### src/uart_axi_pkg.sv
`default_nettype none

package uart_axi_pkg;

	// bus widths
	localparam int ADDR_W = 32;
	localparam int DATA_W = 32;
	localparam int STRB_W = DATA_W / 8;  // one strobe per byte lane

	// peripheral window
	localparam logic [ADDR_W-1:0] UART_BASE_ADDR = 32'h2000_0000;
	localparam logic [ADDR_W-1:0] UART_ADDR_MASK = 32'h0000_000F;  // register select bits

	// response codes on bresp / rresp
	localparam logic [1:0] RESP_OKAY   = 2'b00;
	localparam logic [1:0] RESP_SLVERR = 2'b10;

endpackage

`default_nettype wire

### src/uart_regs_pkg.sv
`default_nettype none

package uart_regs_pkg;

	// register offsets inside the window
	localparam int REG_OFS_W = 4;
	localparam logic [REG_OFS_W-1:0] REG_CTRL   = 4'h0;
	localparam logic [REG_OFS_W-1:0] REG_STATUS = 4'h4;
	localparam logic [REG_OFS_W-1:0] REG_RDATA  = 4'h8;  // read only, pops rx
	localparam logic [REG_OFS_W-1:0] REG_WDATA  = 4'hC;  // write only, pushes tx

	localparam int BYTE_W = 8;
	localparam int BAUD_W = 16;

	localparam int FIFO_DEPTH = 32;

	// status bit positions
	localparam int ST_TX_FULL  = 0;
	localparam int ST_TX_EMPTY = 1;
	localparam int ST_RX_FULL  = 2;
	localparam int ST_RX_EMPTY = 3;

	// both fifos empty, neither full
	localparam logic [3:0] STATUS_RESET = 4'b1010;

	// ctrl word, written per byte lane and read back as fields
	typedef union packed {
		logic [3:0][BYTE_W-1:0] lane;  // lane 0 is bits 7:0
		struct packed {
			logic [BAUD_W-1:0] baud_div;
			logic [13:0]       rsvd;    // kept, reads back as written
			logic              rx_en;
			logic              tx_en;
		} fld;
	} ctrl_reg_u;

endpackage

`default_nettype wire

### src/axi_lite_slave.sv
`timescale 1ns/1ps
`default_nettype none

module axi_lite_slave (
	input  wire                                    s_axi_aclk_i,
	input  wire                                    s_axi_aresetn_i,
	// write address / data / response
	input  wire [uart_axi_pkg::ADDR_W-1:0]         s_axi_awaddr_i,
	input  wire                                    s_axi_awvalid_i,
	output logic                                   s_axi_awready_o,
	input  wire [uart_axi_pkg::DATA_W-1:0]         s_axi_wdata_i,
	input  wire [uart_axi_pkg::STRB_W-1:0]         s_axi_wstrb_i,
	input  wire                                    s_axi_wvalid_i,
	output logic                                   s_axi_wready_o,
	output logic [1:0]                             s_axi_bresp_o,
	output logic                                   s_axi_bvalid_o,
	input  wire                                    s_axi_bready_i,
	// read address / data
	input  wire [uart_axi_pkg::ADDR_W-1:0]         s_axi_araddr_i,
	input  wire                                    s_axi_arvalid_i,
	output logic                                   s_axi_arready_o,
	output logic [uart_axi_pkg::DATA_W-1:0]        s_axi_rdata_o,
	output logic [1:0]                             s_axi_rresp_o,
	output logic                                   s_axi_rvalid_o,
	input  wire                                    s_axi_rready_i,
	// register file side
	output logic                                   wr_req_o,
	output logic [uart_regs_pkg::REG_OFS_W-1:0]    wr_ofs_o,
	output logic [uart_axi_pkg::DATA_W-1:0]        wr_data_o,
	output logic [uart_axi_pkg::STRB_W-1:0]        wr_strb_o,
	input  wire                                    wr_err_i,
	output logic                                   rd_req_o,
	output logic [uart_regs_pkg::REG_OFS_W-1:0]    rd_ofs_o,
	input  wire [uart_axi_pkg::DATA_W-1:0]         rd_data_i,
	input  wire                                    rd_err_i
);

	logic wr_acc;
	logic rd_acc;
	logic wr_hit;
	logic rd_hit;

	// upper address bits must match the base
	assign wr_hit = (s_axi_awaddr_i & ~uart_axi_pkg::UART_ADDR_MASK) ==
		uart_axi_pkg::UART_BASE_ADDR;
	assign rd_hit = (s_axi_araddr_i & ~uart_axi_pkg::UART_ADDR_MASK) ==
		uart_axi_pkg::UART_BASE_ADDR;

	// aw and w are taken together, one write outstanding
	assign wr_acc          = s_axi_awvalid_i && s_axi_wvalid_i && !s_axi_bvalid_o;
	assign s_axi_awready_o = wr_acc;
	assign s_axi_wready_o  = wr_acc;

	assign rd_acc          = s_axi_arvalid_i && !s_axi_rvalid_o;
	assign s_axi_arready_o = rd_acc;

	assign wr_req_o  = wr_acc && wr_hit;  // no request on a base miss
	assign wr_ofs_o  = s_axi_awaddr_i[uart_regs_pkg::REG_OFS_W-1:0];
	assign wr_data_o = s_axi_wdata_i;
	assign wr_strb_o = s_axi_wstrb_i;

	assign rd_req_o = rd_acc && rd_hit;
	assign rd_ofs_o = s_axi_araddr_i[uart_regs_pkg::REG_OFS_W-1:0];

	always_ff @(posedge s_axi_aclk_i) begin
		if (!s_axi_aresetn_i) begin
			s_axi_bvalid_o <= 1'b0;
		end else if (wr_acc) begin
			s_axi_bvalid_o <= 1'b1;
		end else if (s_axi_bready_i) begin
			s_axi_bvalid_o <= 1'b0;  // response taken
		end
	end

	always_ff @(posedge s_axi_aclk_i) begin
		if (!s_axi_aresetn_i) begin
			s_axi_rvalid_o <= 1'b0;
		end else if (rd_acc) begin
			s_axi_rvalid_o <= 1'b1;
		end else if (s_axi_rready_i) begin
			s_axi_rvalid_o <= 1'b0;
		end
	end

	// response payload, loaded on accept and held until taken
	always_ff @(posedge s_axi_aclk_i) begin
		if (wr_acc) begin
			s_axi_bresp_o <= (wr_hit && !wr_err_i) ? uart_axi_pkg::RESP_OKAY :
				uart_axi_pkg::RESP_SLVERR;
		end
		if (rd_acc) begin
			if (rd_hit && !rd_err_i) begin
				s_axi_rdata_o <= rd_data_i;
				s_axi_rresp_o <= uart_axi_pkg::RESP_OKAY;
			end else begin
				s_axi_rdata_o <= '0;  // error reads return zero
				s_axi_rresp_o <= uart_axi_pkg::RESP_SLVERR;
			end
		end
	end

endmodule

`default_nettype wire

### src/byte_fifo.sv
`timescale 1ns/1ps
`default_nettype none

module byte_fifo #(
	parameter int DEPTH = uart_regs_pkg::FIFO_DEPTH
) (
	input  wire                              s_axi_aclk_i,
	input  wire                              s_axi_aresetn_i,
	input  wire                              push_i,
	input  wire [uart_regs_pkg::BYTE_W-1:0]  push_data_i,
	input  wire                              pop_i,
	output logic [uart_regs_pkg::BYTE_W-1:0] pop_data_o,
	output logic                             empty_o,
	output logic                             full_o
);

	localparam int IDX_W = $clog2(DEPTH);

	logic [uart_regs_pkg::BYTE_W-1:0] mem [DEPTH];
	logic [IDX_W:0] wr_ptr;  // extra msb tells full from empty
	logic [IDX_W:0] rd_ptr;
	logic do_push;
	logic do_pop;

	assign empty_o = (wr_ptr == rd_ptr);
	assign full_o  = (wr_ptr[IDX_W] != rd_ptr[IDX_W]) &&
		(wr_ptr[IDX_W-1:0] == rd_ptr[IDX_W-1:0]);

	// illegal requests are dropped here
	assign do_push = push_i && !full_o;
	assign do_pop  = pop_i && !empty_o;

	assign pop_data_o = mem[rd_ptr[IDX_W-1:0]];  // head, fall-through

	always_ff @(posedge s_axi_aclk_i) begin
		if (do_push) begin
			mem[wr_ptr[IDX_W-1:0]] <= push_data_i;
		end
	end

	always_ff @(posedge s_axi_aclk_i) begin
		if (!s_axi_aresetn_i) begin
			wr_ptr <= '0;
			rd_ptr <= '0;
		end else begin
			if (do_push) begin
				wr_ptr <= wr_ptr + 1'b1;
			end
			if (do_pop) begin
				rd_ptr <= rd_ptr + 1'b1;
			end
		end
	end

endmodule

`default_nettype wire

### src/uart_axi_top.sv
`timescale 1ns/1ps
`default_nettype none

module uart_axi_top (
	input  wire                              s_axi_aclk_i,
	input  wire                              s_axi_aresetn_i,
	input  wire [uart_axi_pkg::ADDR_W-1:0]   s_axi_awaddr_i,
	input  wire                              s_axi_awvalid_i,
	output logic                             s_axi_awready_o,
	input  wire [uart_axi_pkg::DATA_W-1:0]   s_axi_wdata_i,
	input  wire [uart_axi_pkg::STRB_W-1:0]   s_axi_wstrb_i,
	input  wire                              s_axi_wvalid_i,
	output logic                             s_axi_wready_o,
	output logic [1:0]                       s_axi_bresp_o,
	output logic                             s_axi_bvalid_o,
	input  wire                              s_axi_bready_i,
	input  wire [uart_axi_pkg::ADDR_W-1:0]   s_axi_araddr_i,
	input  wire                              s_axi_arvalid_i,
	output logic                             s_axi_arready_o,
	output logic [uart_axi_pkg::DATA_W-1:0]  s_axi_rdata_o,
	output logic [1:0]                       s_axi_rresp_o,
	output logic                             s_axi_rvalid_o,
	input  wire                              s_axi_rready_i,
	// uart byte bus
	output logic [uart_regs_pkg::BYTE_W-1:0] tx_o,
	output logic                             tx_en_o,
	input  wire                              t_done_i,
	input  wire [uart_regs_pkg::BYTE_W-1:0]  rx_i,
	output logic                             rx_en_o,
	input  wire                              r_done_i,
	output logic [uart_regs_pkg::BAUD_W-1:0] baud_div_o
);

	logic                                 wr_req;
	logic [uart_regs_pkg::REG_OFS_W-1:0]  wr_ofs;
	logic [uart_axi_pkg::DATA_W-1:0]      wr_data;
	logic [uart_axi_pkg::STRB_W-1:0]      wr_strb;
	logic                                 wr_err;
	logic                                 rd_req;
	logic [uart_regs_pkg::REG_OFS_W-1:0]  rd_ofs;
	logic [uart_axi_pkg::DATA_W-1:0]      rd_data;
	logic                                 rd_err;
	logic                                 tx_push;
	logic [uart_regs_pkg::BYTE_W-1:0]     tx_push_data;
	logic                                 tx_pop;
	logic                                 tx_empty;
	logic                                 tx_full;
	logic                                 rx_push;
	logic                                 rx_pop;
	logic [uart_regs_pkg::BYTE_W-1:0]     rx_head;
	logic                                 rx_empty;
	logic                                 rx_full;

	axi_lite_slave axi_lite_slave_inst (
		.s_axi_aclk_i, .s_axi_aresetn_i,
		.s_axi_awaddr_i, .s_axi_awvalid_i, .s_axi_awready_o,
		.s_axi_wdata_i, .s_axi_wstrb_i, .s_axi_wvalid_i, .s_axi_wready_o,
		.s_axi_bresp_o, .s_axi_bvalid_o, .s_axi_bready_i,
		.s_axi_araddr_i, .s_axi_arvalid_i, .s_axi_arready_o,
		.s_axi_rdata_o, .s_axi_rresp_o, .s_axi_rvalid_o, .s_axi_rready_i,
		.wr_req_o(wr_req), .wr_ofs_o(wr_ofs), .wr_data_o(wr_data),
		.wr_strb_o(wr_strb), .wr_err_i(wr_err),
		.rd_req_o(rd_req), .rd_ofs_o(rd_ofs), .rd_data_i(rd_data), .rd_err_i(rd_err)
	);

	uart_reg_file uart_reg_file_inst (
		.s_axi_aclk_i, .s_axi_aresetn_i,
		.wr_req_i(wr_req), .wr_ofs_i(wr_ofs), .wr_data_i(wr_data),
		.wr_strb_i(wr_strb), .wr_err_o(wr_err),
		.rd_req_i(rd_req), .rd_ofs_i(rd_ofs), .rd_data_o(rd_data), .rd_err_o(rd_err),
		.tx_push_o(tx_push), .tx_push_data_o(tx_push_data), .tx_pop_o(tx_pop),
		.tx_empty_i(tx_empty), .tx_full_i(tx_full),
		.rx_push_o(rx_push), .rx_pop_o(rx_pop), .rx_head_i(rx_head),
		.rx_empty_i(rx_empty), .rx_full_i(rx_full),
		.tx_en_o, .rx_en_o, .t_done_i, .r_done_i, .baud_div_o
	);

	// host pushes, uart pops
	byte_fifo #(.DEPTH(uart_regs_pkg::FIFO_DEPTH)) tx_fifo (
		.s_axi_aclk_i, .s_axi_aresetn_i,
		.push_i(tx_push), .push_data_i(tx_push_data),
		.pop_i(tx_pop), .pop_data_o(tx_o),
		.empty_o(tx_empty), .full_o(tx_full)
	);

	// uart pushes, host pops
	byte_fifo #(.DEPTH(uart_regs_pkg::FIFO_DEPTH)) rx_fifo (
		.s_axi_aclk_i, .s_axi_aresetn_i,
		.push_i(rx_push), .push_data_i(rx_i),
		.pop_i(rx_pop), .pop_data_o(rx_head),
		.empty_o(rx_empty), .full_o(rx_full)
	);

endmodule

`default_nettype wire

### src/uart_reg_file.sv
`timescale 1ns/1ps
`default_nettype none

module uart_reg_file (
	input  wire                                    s_axi_aclk_i,
	input  wire                                    s_axi_aresetn_i,
	// requests from the bus slave
	input  wire                                    wr_req_i,
	input  wire [uart_regs_pkg::REG_OFS_W-1:0]     wr_ofs_i,
	input  wire [uart_axi_pkg::DATA_W-1:0]         wr_data_i,
	input  wire [uart_axi_pkg::STRB_W-1:0]         wr_strb_i,
	output logic                                   wr_err_o,
	input  wire                                    rd_req_i,
	input  wire [uart_regs_pkg::REG_OFS_W-1:0]     rd_ofs_i,
	output logic [uart_axi_pkg::DATA_W-1:0]        rd_data_o,
	output logic                                   rd_err_o,
	// tx fifo
	output logic                                   tx_push_o,
	output logic [uart_regs_pkg::BYTE_W-1:0]       tx_push_data_o,
	output logic                                   tx_pop_o,
	input  wire                                    tx_empty_i,
	input  wire                                    tx_full_i,
	// rx fifo
	output logic                                   rx_push_o,
	output logic                                   rx_pop_o,
	input  wire [uart_regs_pkg::BYTE_W-1:0]        rx_head_i,
	input  wire                                    rx_empty_i,
	input  wire                                    rx_full_i,
	// uart side
	output logic                                   tx_en_o,
	output logic                                   rx_en_o,
	input  wire                                    t_done_i,
	input  wire                                    r_done_i,
	output logic [uart_regs_pkg::BAUD_W-1:0]       baud_div_o
);

	uart_regs_pkg::ctrl_reg_u ctrl_q;
	logic [3:0] status;
	logic ctrl_we;

	// status is live from the fifo flags
	always_comb begin
		status                             = '0;
		status[uart_regs_pkg::ST_TX_FULL]  = tx_full_i;
		status[uart_regs_pkg::ST_TX_EMPTY] = tx_empty_i;
		status[uart_regs_pkg::ST_RX_FULL]  = rx_full_i;
		status[uart_regs_pkg::ST_RX_EMPTY] = rx_empty_i;
	end

	// write decode
	always_comb begin
		ctrl_we   = 1'b0;
		tx_push_o = 1'b0;
		wr_err_o  = 1'b0;
		case (wr_ofs_i)
			uart_regs_pkg::REG_CTRL: ctrl_we = wr_req_i;
			uart_regs_pkg::REG_WDATA: begin
				if (tx_full_i) begin
					wr_err_o = 1'b1;  // byte dropped, master told
				end else begin
					tx_push_o = wr_req_i;
				end
			end
			default: wr_err_o = 1'b1;  // status, rdata, holes
		endcase
	end

	assign tx_push_data_o = wr_data_i[uart_regs_pkg::BYTE_W-1:0];

	// read decode, side effects only on a real request
	always_comb begin
		rd_data_o = '0;
		rd_err_o  = 1'b0;
		rx_pop_o  = 1'b0;
		case (rd_ofs_i)
			uart_regs_pkg::REG_CTRL: rd_data_o = ctrl_q;
			uart_regs_pkg::REG_STATUS: rd_data_o = {{(uart_axi_pkg::DATA_W-4){1'b0}}, status};
			uart_regs_pkg::REG_RDATA: begin
				if (rx_empty_i) begin
					rd_err_o = 1'b1;
				end else begin
					rd_data_o = {{(uart_axi_pkg::DATA_W-uart_regs_pkg::BYTE_W){1'b0}}, rx_head_i};
					rx_pop_o  = rd_req_i;
				end
			end
			default: rd_err_o = 1'b1;  // wdata is write only
		endcase
	end

	// ctrl, byte lane writes
	always_ff @(posedge s_axi_aclk_i) begin
		if (!s_axi_aresetn_i) begin
			ctrl_q <= '0;
		end else if (ctrl_we) begin
			for (int i = 0; i < uart_axi_pkg::STRB_W; i++) begin
				if (wr_strb_i[i]) begin
					ctrl_q.lane[i] <= wr_data_i[i*uart_regs_pkg::BYTE_W +: uart_regs_pkg::BYTE_W];
				end
			end
		end
	end

	// uart handshake
	assign tx_en_o  = ctrl_q.fld.tx_en && !tx_empty_i;  // something to send
	assign rx_en_o  = ctrl_q.fld.rx_en && !rx_full_i;   // room to receive
	assign tx_pop_o = t_done_i && tx_en_o;
	assign rx_push_o = r_done_i && rx_en_o;

	assign baud_div_o = ctrl_q.fld.baud_div;

endmodule

`default_nettype wire

### config.mk
export PLATFORM = sky130hd
export DESIGN_NAME = uart_axi_top
export DESIGN_NICKNAME = d
export VERILOG_FILES = /design/src/uart_axi_pkg.sv /design/src/uart_regs_pkg.sv /design/src/axi_lite_slave.sv /design/src/byte_fifo.sv /design/src/uart_axi_top.sv /design/src/uart_reg_file.sv
export SDC_FILE = /design/constraint.sdc
export NUM_CORES = 1
export LEC_CHECK = 0
export ABC_AREA = 1
export BUFFER_PORTS_ARGS = -buffer_cell sky130_fd_sc_hd__buf_2
export CAP_MARGIN = 20
export CORE_ASPECT_RATIO = 1.25
export CORE_MARGIN = 5
export CORE_UTILIZATION = 60
export DETAILED_ROUTE_END_ITERATION = 10
export GPL_TIMING_DRIVEN = 0
export HOLD_SLACK_MARGIN = 0.1
export PLACE_DENSITY = 0.79
export SYNTH_ARGS = -nofsm -noshare
export SYNTH_HDL_FRONTEND = slang
export SYNTH_SLANG_ARGS = --single-unit
### constraint.sdc
create_clock -name s_axi_aclk_i -period 3.39 [get_ports s_axi_aclk_i]
set_clock_uncertainty 0.15 [all_clocks]
set_input_delay 0 -clock s_axi_aclk_i [delete_from_list [all_inputs] [get_ports s_axi_aclk_i]]
set_output_delay 0 -clock s_axi_aclk_i [all_outputs]
set_load 0.005 [all_outputs]
**After elaboration in Yosys (flattened, before gate mapping)**

Memory sizes are Yosys's and may differ from the RTL's. A register that Yosys moved wholly into a read port is not among the register bits.
Index checks and enable logic that the tools add are counted.

- Bits in latches: 0
- Input port bits: 117
- Bits in read-only memories: 0
- Logic and storage cells: 89
- Memory bits (writable): 512
- Memories kept: 2
- Output and inout port bits: 67
- Bits in registers: 94

- Add/subtract/negate cells: 4
- Shift operators: 0
- Multiply operators: 0
- Order comparisons: 0
- Equality and inequality tests: 11
- Reduce and logical (&&, ||, !) cells: 34
- Muxes and demuxes: 25
- Div/mod/pow operators: 0
- Bitwise operators: 0

Memories:

| memory | depth | width | read ports | clocked after Yosys merged registers in | wr ports | line | RTL |
|---|---|---|---|---|---|---|---|
| rx_fifo.mem | 32 | 8 | 1 | 1 | 1 | byte_fifo.sv:19 | `logic [uart_regs_pkg::BYTE_W-1:0] mem [DEPTH];` |
| tx_fifo.mem | 32 | 8 | 1 | 1 | 1 | byte_fifo.sv:19 |  |

Operator list:

| cell | count |
|---|---|
| case mux 32 bit (3 select lines) | 1 |
| == test 28 x 26 -> 1 bit, second input constant | 2 |
| adder 6 x 1 -> 6 bit, second input constant | 4 |
| two-way mux 5 bit | 4 |
| logical AND 1 bit | 17 |
| two-way mux 1 bit | 15 |
| == test 6 bit | 2 |
| == test 5 bit | 2 |
| == test 4 bit, second input constant | 2 |
| logical NOT 1 bit | 8 |
| logical NOT 4 bit | 2 |
| two-way mux 8 bit | 1 |
| AND reduction 2 bit | 4 |
| == test 4 x 3 -> 1 bit, second input constant | 1 |
| two-way mux 2 bit | 2 |
| case mux 1 bit (2 select lines) | 2 |
| nonzero test 2 bit | 2 |
| != test 1 bit | 2 |
| OR reduction 2 bit | 1 |

**Longest topological paths before layout**

Gate-level depths: netlist (run 1).

- Word-level depth: 8
- Gate-level depth with buffers: 12
- Mapped depth without buffers: 11

**Cells and area by module**

From an unflattened synthesis (run 1), not the netlist that was laid out.

- Cell total of the unflattened synthesis: 2579
- Area, all modules: 26864.5 um^2

Modules (own cells, without submodules):

| module | sequential area each (um^2) | cells each | area each (um^2) | instances |
|---|---|---|---|---|
| byte_fifo (tx_fifo) | 8027.7 | 1019 | 11447.2 | 1 |
| byte_fifo (rx_fifo) | 8027.7 | 1019 | 11415.9 | 1 |
| axi_lite_slave | 1061.0 | 243 | 2115.8 | 1 |
| uart_reg_file | 640.6 | 298 | 1885.6 | 1 |

**Worst setup path before layout (run 1)**

OpenSTA, ideal clock, no wires.

- Path type: reg2reg
- From: reg axi_lite_slave_inst.s_axi_rvalid_o
- To: reg with a tool-made name
- Stages on the path, launching flop included: 7
- Arrival: 2.618 ns
- Path buffers: 0
- Setup time: 0.120 ns
- Data required time: 3.120 ns
- Path slack: 0.502 ns
- Clock period less this slack: 2.888 ns
- Cell sequence: dfxtp_1 -> nor2_1 -> nand2_1 -> nor2_2 -> inv_1 -> nor2_1 -> nor2_1

RTL lines:

| element | line | RTL |
|---|---|---|
| from (decl) | axi_lite_slave.sv:24 | `output logic s_axi_rvalid_o,` |
| from (signal assigned) | axi_lite_slave.sv:77 | `s_axi_rvalid_o <= 1'b0;` |
| from (signal assigned) | axi_lite_slave.sv:79 | `s_axi_rvalid_o <= 1'b1;` |
| from (signal assigned) | axi_lite_slave.sv:81 | `s_axi_rvalid_o <= 1'b0;` |

**Worst setup path after layout (run 1)**

- From: in s_axi_awaddr_i[4] in the netlist's numbering
- To: reg uart_reg_file_inst.ctrl_q[10] in the netlist's numbering

- Word-level cells in the longest chain between the ends: 4

RTL lines:

| element | line | RTL |
|---|---|---|
| from (decl) | uart_axi_top.sv:7 | `input wire [uart_axi_pkg::ADDR_W-1:0] s_axi_awaddr_i,` |
| == test 28 x 26 -> 1 bit | axi_lite_slave.sv:44 | `assign wr_hit = (s_axi_awaddr_i & ~uart_axi_pkg::UART_ADDR_MASK) ==` |
| logical AND 1 bit | axi_lite_slave.sv:57 | `assign wr_req_o = wr_acc && wr_hit;` |
| two-way mux 1 bit | uart_reg_file.sv:55 | `case (wr_ofs_i)` |
| AND reduction 2 bit (no source line) | - |  |
| to (decl) | uart_reg_file.sv:37 | `uart_regs_pkg::ctrl_reg_u ctrl_q;` |

Every way passes these cells.
A chain may end at the register's enable or synchronous reset.

==> results of run 1 <==
==> critical path, stage by stage <==
cell and delay, ns:
dlygate4sd3_1 0.55, buf_2 0.12, nor2_1 0.09, dlygate4sd3_1 0.56, nand2_1 0.07, nor2_1 0.11
nand2_1 0.12, nor2_4 0.23, nand2_4 0.12, inv_4 0.11, buf_8 0.15, buf_8 0.15
nand4_1 0.09, dlygate4sd3_1 0.59, a21oi_1 0.14, dlygate4sd3_1 0.57
==> synthesized netlist by cell type (5+ instances only) <==
master      n
nand2_1   565
edfxtp_1  546
nor2_1    258
nand3_1   238
inv_1     152
clkbuf_1   71
dfxtp_1    68
o21ai_0    66
a21oi_1    64
o21bai_1   64
o221ai_1   64
buf_2      48
nand4_1    41
buf_4      24
nand3_2    12
nor3_1     11
xor2_1     11
ha_1       10
o21ai_1     9
inv_2       7
xnor2_1     7
buf_6       6
buf_1       5
nand2_4     5
nor2_2      5
==> per-layer routing <==
layer | wire length (um) | global-route usage, % | vias to the layer above
li1 | - | - | 9026
met1 | 26300 | 37.4 | 9859
met2 | 41200 | 58.3 | 1709
met3 | 7810 | 5.98 | 549
met4 | 7900 | 25.0 | 2
met5 | 18 | 0 | -
==> stage by stage <==
step	instances	setup slack [ns]	cell area [um^2]	util, %
3_3_place_gp	3120	-0.328	27700	64.4
3_5_place_dp	3122	0.471	27800	64.5
6_report	3388	0.0491	31300	72.8
5_1_grt	3386	-0.00817	31300	72.7
2_1_floorplan	2378	0.502	26100	-
4_1_cts	3400	0.0281	31400	73.0
==> how the worst min path moves through the flow <==
stage / cells after the start / endpoint / slack [ns] / start
finish: 4 / uart_reg_file_inst.ctrl_q[12]$_SDFFE_PN0P_ / 0.04 / s_axi_wstrb_i[1]
global route: 6 / uart_reg_file_inst.ctrl_q[19]$_SDFFE_PN0P_ / 0.20 / s_axi_awaddr_i[1]
CTS: 13 / uart_reg_file_inst.ctrl_q[1]$_SDFFE_PN0P_ / 0.17 / s_axi_awaddr_i[16]
detailed placement: 3 / uart_reg_file_inst.ctrl_q[30]$_SDFFE_PN0P_ / 0.13 / s_axi_wdata_i[30]
global placement: 3 / uart_reg_file_inst.ctrl_q[21]$_SDFFE_PN0P_ / 0.13 / s_axi_wdata_i[21]
floorplan: 0 / rx_fifo.mem[0][0]$_DFFE_PP_ / -0.05 / rx_i[0]
==> kinds of logic after synthesis <==
group                    count (synthesis)
AND/OR/NAND/NOR                       1145
flip-flops                             614
buffers and inverters                  314
AO/OA/AOI/OAI                          274
XOR/XNOR                                19
adder cells (fa/ha/maj)                 10
other                                    1
==> flip-flops by register name (all words and copies together), names as in the netlist, named ones only <==
| signal | cells |
|---|---|
| axi_lite_slave_inst.s_axi_bresp_o | 1 |
| tx_fifo.rd_ptr | 6 |
| axi_lite_slave_inst.s_axi_rdata_o | 32 |
| axi_lite_slave_inst.s_axi_bvalid_o | 1 |
| rx_fifo.wr_ptr | 6 |
| rx_fifo.mem | 256 |
| axi_lite_slave_inst.s_axi_rresp_o | 1 |
| tx_fifo.wr_ptr | 6 |
| axi_lite_slave_inst.s_axi_rvalid_o | 1 |
| uart_reg_file_inst.ctrl_q | 32 |
| tx_fifo.mem | 256 |
| rx_fifo.rd_ptr | 6 |
==> power by group through the flow <==
stage          Clock (mW)  Combinational, mW  Sequential [mW]
2_1_floorplan           0             0.0549             8.42
3_3_place_gp            0              0.279             8.41
3_5_place_dp            0              0.293             8.41
4_1_cts              6.62              0.385             8.25
5_1_grt              6.98              0.434             8.25
6_report             6.69              0.421             8.25
==> final cells by class <==
class,count,share of cell area (%)
diodes,2,0.0160
plain buffers,154,2.52
clock buffers,74,4.99
clock inverters,32,1.20
inverters,160,1.94
multi-input cells,1450,22.5
flip-flops and latches,614,56.7
well taps,565,2.26
repair buffers,337,7.94
==> repair_timing <==
action                                 CTS  global route
gates resized for setup                  0            13
setup endpoints to repair                0            82
setup buffers                            0             4
endpoints found under the hold margin  654             9
hold buffers                           172             3
==> flow_summary.yaml, run 1 <==
logic_synthesis:
  yosysWarnings: 0
  ys_seq_area_share_pct: 67.9
  synth-edff-count: 546
  synth_area_leader_cell: "edfxtp_1"
  synth.avg_cell_area_um2: 11.0
  async_flop_share_pct: 0
  synth_top_cell_area_share_pct: 62.7
  synth_compound_area_share_pct: 6.85
  ys_ff_latch: 614
  synthAdderAreaFrac_pct: 0.479
  syn_area_um2: 26100
  synth_area_leaders: "edfxtp_1 (63%), nand2_1 (8.1%), dfxtp_1 (5.2%), nand3_1 (4.6%), nor2_1 (3.7%)"
  synth_top_family_by_area: "simple AND/OR/NAND/NOR gates"
  synth.area.mux_share_pct: 0
  synthXorXnorAreaFrac_pct: 0.665
  synthSimpleGateAreaFrac_pct: 18.8
  synthDistinctLibCells: 38
  synth_ff_type: "edfxtp_1"
  synthCells: 2377
final_layout:
  layout-drive-gt1-share_pct: 14.0
  layout.nets: 2901
  layout_common_cells: "nand2_1 (565), edfxtp_1 (546), nor2_1 (256)"
  multiInputGateArea_um2: 7050
  regArea_um2: 17800
  n_fill_cell: 2655
  layout_commonest_cell: "nand2_1"
  area_growth_pct: 19.9
global_route:
  grt_usage_pct: 33.8
  grt_antenna_before_repair: 4
  first_global_vias: 21000
  grt_max_degree: 34
  grt_overflow_total: 0
  grt_pass1_wl_um: 123000
power_and_ir_drop:
  combPwrFrac_pct: 2.7
  vdd_drop_max_mv: 0.540
  switching_power_mw: 3.11
  finalPower_mw: 15.4
  p_seq_share_pct: 53.7
  switching_share_pct: 20.2
  p_clk_share_pct: 43.6
  p_int_mw: 12.3
  power_density_nw_per_um2: 490
  leakage_nw: 11.9
timing:
  slew_headroom_pct: 31.3
  fmax_ghz: 0.299
  setup_viol: 0
  tns_ns: 0
  worst-slew-pin-transition_ns: 1.03
  hold_viol: 0
  drv_slew: 0
  period_share_pct: 98.6
  fin_crit_ns: 3.34
  whs_ns: 0.0350
worst_setup_path:
  crit_path_max_fanout: 10
  crit_type: "input port to flop"
  worstSetupEndpointType: "flop"
  cp-start-kind: "input port"
  crit_end: "uart_reg_file_inst.ctrl_q[10]$_SDFFE_PN0P_"
  reg2reg_slack_ns: 0.07
  rr_startpoint: "tx_fifo.wr_ptr[0]$_SDFFE_PN0P_"
  reg2reg_depth: 11
  critPathArrivalTime_ns: 3.77
  reg2reg_to: "tx_fifo.wr_ptr[2]$_SDFFE_PN0P_"
  worstSetupStartpoint: "s_axi_awaddr_i[4]"
  critPathRequiredTime_ns: 3.82
placement:
  hpwl_um: 50100
  gp_congestion: 0.962
  io_buffer_count: 177
die:
  die_x_um: 197
  rows: 85
  dieArea_um2: 47900
  io_pins: 184
  fp.dieH_um: 243
  core_um2: 43100
  initial_core_util_pct: 60.7
routing:
  drtIter0Drc: 2561
  via_per_inst: 6.24
  vias: 21100
  detail-route-antenna-nets: 0
  drcViolationCount: 0
  detail_route.first_pass.iterations: 8
  routed_wirelength_um: 83200
  wire_per_inst_um: 24.5
cts:
  cts_max_level: 2
  cts_buffers: 57
  tritoncts_num_sinks: 614
  clk_latency_ns: 0.63
  clock-root-buffer: "clkbuf_16"
  cts_tree: "yes"
  clkTransAtPathRegs_ns: 0.08
  clock_path_buffers: 3
min_path:
  hold_path_class: "input port to flop"
status:
  status: "finished, final reports clean"
flow_run:
  drv_cap: 0
Power figures use the tool's default switching activity.
==> run 2: changes to the inputs <==
--- a/config.mk
+++ b/config.mk
@@ -10,11 +10,10 @@
 export CAP_MARGIN = 20
 export CORE_ASPECT_RATIO = 1.25
 export CORE_MARGIN = 5
-export CORE_UTILIZATION = 60
+export CORE_UTILIZATION = 40
 export DETAILED_ROUTE_END_ITERATION = 10
 export GPL_TIMING_DRIVEN = 0
 export HOLD_SLACK_MARGIN = 0.1
-export PLACE_DENSITY = 0.79
 export SYNTH_ARGS = -nofsm -noshare
 export SYNTH_HDL_FRONTEND = slang
 export SYNTH_SLANG_ARGS = --single-unit
==> run 2 against run 1 <==
Global-route usage fell by 12 points. Total power rose by 5.1%. Sequential power barely moved. Combinational power fell by 1%. First-iteration DRC count fell by 27%. Critical path depth fell by 7. Critical path type unchanged. Critical endpoint is now uart_reg_file_inst.ctrl_q[15]$_SDFFE_PN0P_. Largest cell class unchanged.
==> flow_summary.yaml, run 2 (synthesis results as in run 1) <==
power_and_ir_drop:
  power_density_nw_per_um2: 502
  leakage_nw: 12.2
  finalPower_mw: 16.2
  vdd_drop_max_mv: 0.401
routing:
  detail_route.first_pass.iterations: 5
  drtIter0Drc: 1881
  via_per_inst: 5.28
  detail-route-antenna-nets: 0
  drcViolationCount: 0
  routed_wirelength_um: 79500
  wire_per_inst_um: 21.5
  vias: 19600
die:
  core_um2: 64500
  io_pins: 184
  die_x_um: 239
  fp.dieH_um: 296
  initial_core_util_pct: 40.5
  rows: 104
  dieArea_um2: 70600
global_route:
  grt_overflow_total: 0
  grt_usage_pct: 22.0
  grt_antenna_before_repair: 2
  grt_max_degree: 34
  grt_pass1_wl_um: 119000
  first_global_vias: 20000
status:
  status: "finished, final reports clean"
timing:
  fin_crit_ns: 3.24
  whs_ns: 0.0589
  hold_viol: 0
  slew_headroom_pct: 28.8
  worst-slew-pin-transition_ns: 1.06
  fmax_ghz: 0.308
  drv_slew: 0
  period_share_pct: 95.6
  setup_viol: 0
  grt_setup_unrepaired: "true"
cts:
  clkTransAtPathRegs_ns: 0.06
  cts_tree: "yes"
  clock_path_buffers: 3
  clk_latency_ns: 0.61
  cts_max_level: 3
  cts_buffers: 66
  clock-root-buffer: "clkbuf_16"
  tritoncts_num_sinks: 614
placement:
  placed_cell_area_um2: 28100
  hpwl_um: 53700
  io_buffer_count: 177
  gp_congestion: 0.929
final_layout:
  final_area_um2: 32200
  layout_commonest_cell: "nand2_1"
  area_growth_pct: 23.2
  layout-drive-gt1-share_pct: 14.3
  layout_common_cells: "nand2_1 (565), edfxtp_1 (546), nor2_1 (250)"
  layout.nets: 2930
min_path:
  hold_path_class: "input port to flop"
flow_run:
  drv_cap: 0
worst_setup_path:
  worstSetupEndpointType: "flop"
  reg2reg_depth: 14
  crit_type: "input port to flop"
  worstSetupStartpoint: "s_axi_awaddr_i[3]"
  crit_end: "uart_reg_file_inst.ctrl_q[15]$_SDFFE_PN0P_"
  rr_startpoint: "rx_fifo.rd_ptr[0]$_SDFFE_PN0P_"
  crit_path_max_fanout: 10
  reg2reg_to: "axi_lite_slave_inst.s_axi_rdata_o[12]$_SDFFCE_PN0P_"
  reg2reg_slack_ns: 0.24
  cp-start-kind: "input port"
  critPathRequiredTime_ns: 3.77
  critPathArrivalTime_ns: 3.63
-- run 2: cell types whose count changed in the layout (fill, tap and decap cells not counted), moves of 6 or more --
cell | previous run | this run
nor2_2 | 5 | 11
dlygate4sd3_1 | 152 | 173
clkbuf_16 | 59 | 68
nor2_1 | 256 | 250
-- run 2: cell type report --
class                   instances  area [um^2]
repair buffers                357         2690
flip-flops and latches        614        17800
diodes                          1         2.50
clock inverters                39          480
multi-input cells            1450         7050
inverters                     160          608
well taps                     848         1060
plain buffers                 154          793
clock buffers                  81         1750
fillers                      5798        32300
-- run 2: worst max-delay path, cell delays in order --
cell,delay [ns]
dlygate4sd3_1,0.53
buf_2,0.15
nor4_4,0.42
dlygate4sd3_1,0.75
buf_2,0.28
nand4_1,0.13
dlygate4sd3_1,0.58
a21oi_1,0.16
dlygate4sd3_1,0.60
-- run 2: worst min-delay path by stage --
stage	startpoint	end	cells after the start
floorplan	rx_i[0]	rx_fifo.mem[0][0]$_DFFE_PP_	0
global placement	s_axi_wdata_i[19]	uart_reg_file_inst.ctrl_q[19]$_SDFFE_PN0P_	3
detailed placement	s_axi_wdata_i[19]	uart_reg_file_inst.ctrl_q[19]$_SDFFE_PN0P_	3
CTS	s_axi_awaddr_i[6]	uart_reg_file_inst.ctrl_q[1]$_SDFFE_PN0P_	13
global route	s_axi_awaddr_i[1]	uart_reg_file_inst.ctrl_q[8]$_SDFFE_PN0P_	5
finish	s_axi_awaddr_i[1]	uart_reg_file_inst.ctrl_q[8]$_SDFFE_PN0P_	5
-- run 2: routing by layer --
metal	GRT usage [%]	vias to the layer above	part of all wire, %
met1	25.9	9411	37
met3	3.35	226	6.1
met5	0	-	0.016
met4	10.9	2	5.1
li1	-	9090	-
met2	39.1	821	52
-- run 2: report_power, final --
part           internal (mW)  switching, mW  total, mW
Sequential              8.24        0.00943       8.25
Clock                   4.46           3.02       7.48
Combinational          0.170          0.247      0.417
-- run 2: stage by stage --
step / setup WS, ns / util, % / TNS (ns) / std cells
2_1_floorplan: 0.502 / - / 0 / 2378
3_3_place_gp: -0.730 / 43.5 / -7.27 / 3403
3_5_place_dp: 0.363 / 43.6 / 0 / 3407
4_1_cts: 0.123 / 50.0 / 0 / 3715
5_1_grt: -0.0268 / 49.9 / -0.268 / 3704
6_report: 0.148 / 49.9 / 0 / 3704
-- run 2: what timing repair did --
action                                 CTS  global route
resized for setup                        0            19
hold buffers                           188             1
buffers inserted                         0             2
endpoints found under the hold margin  650             1
setup endpoints to repair                0           106
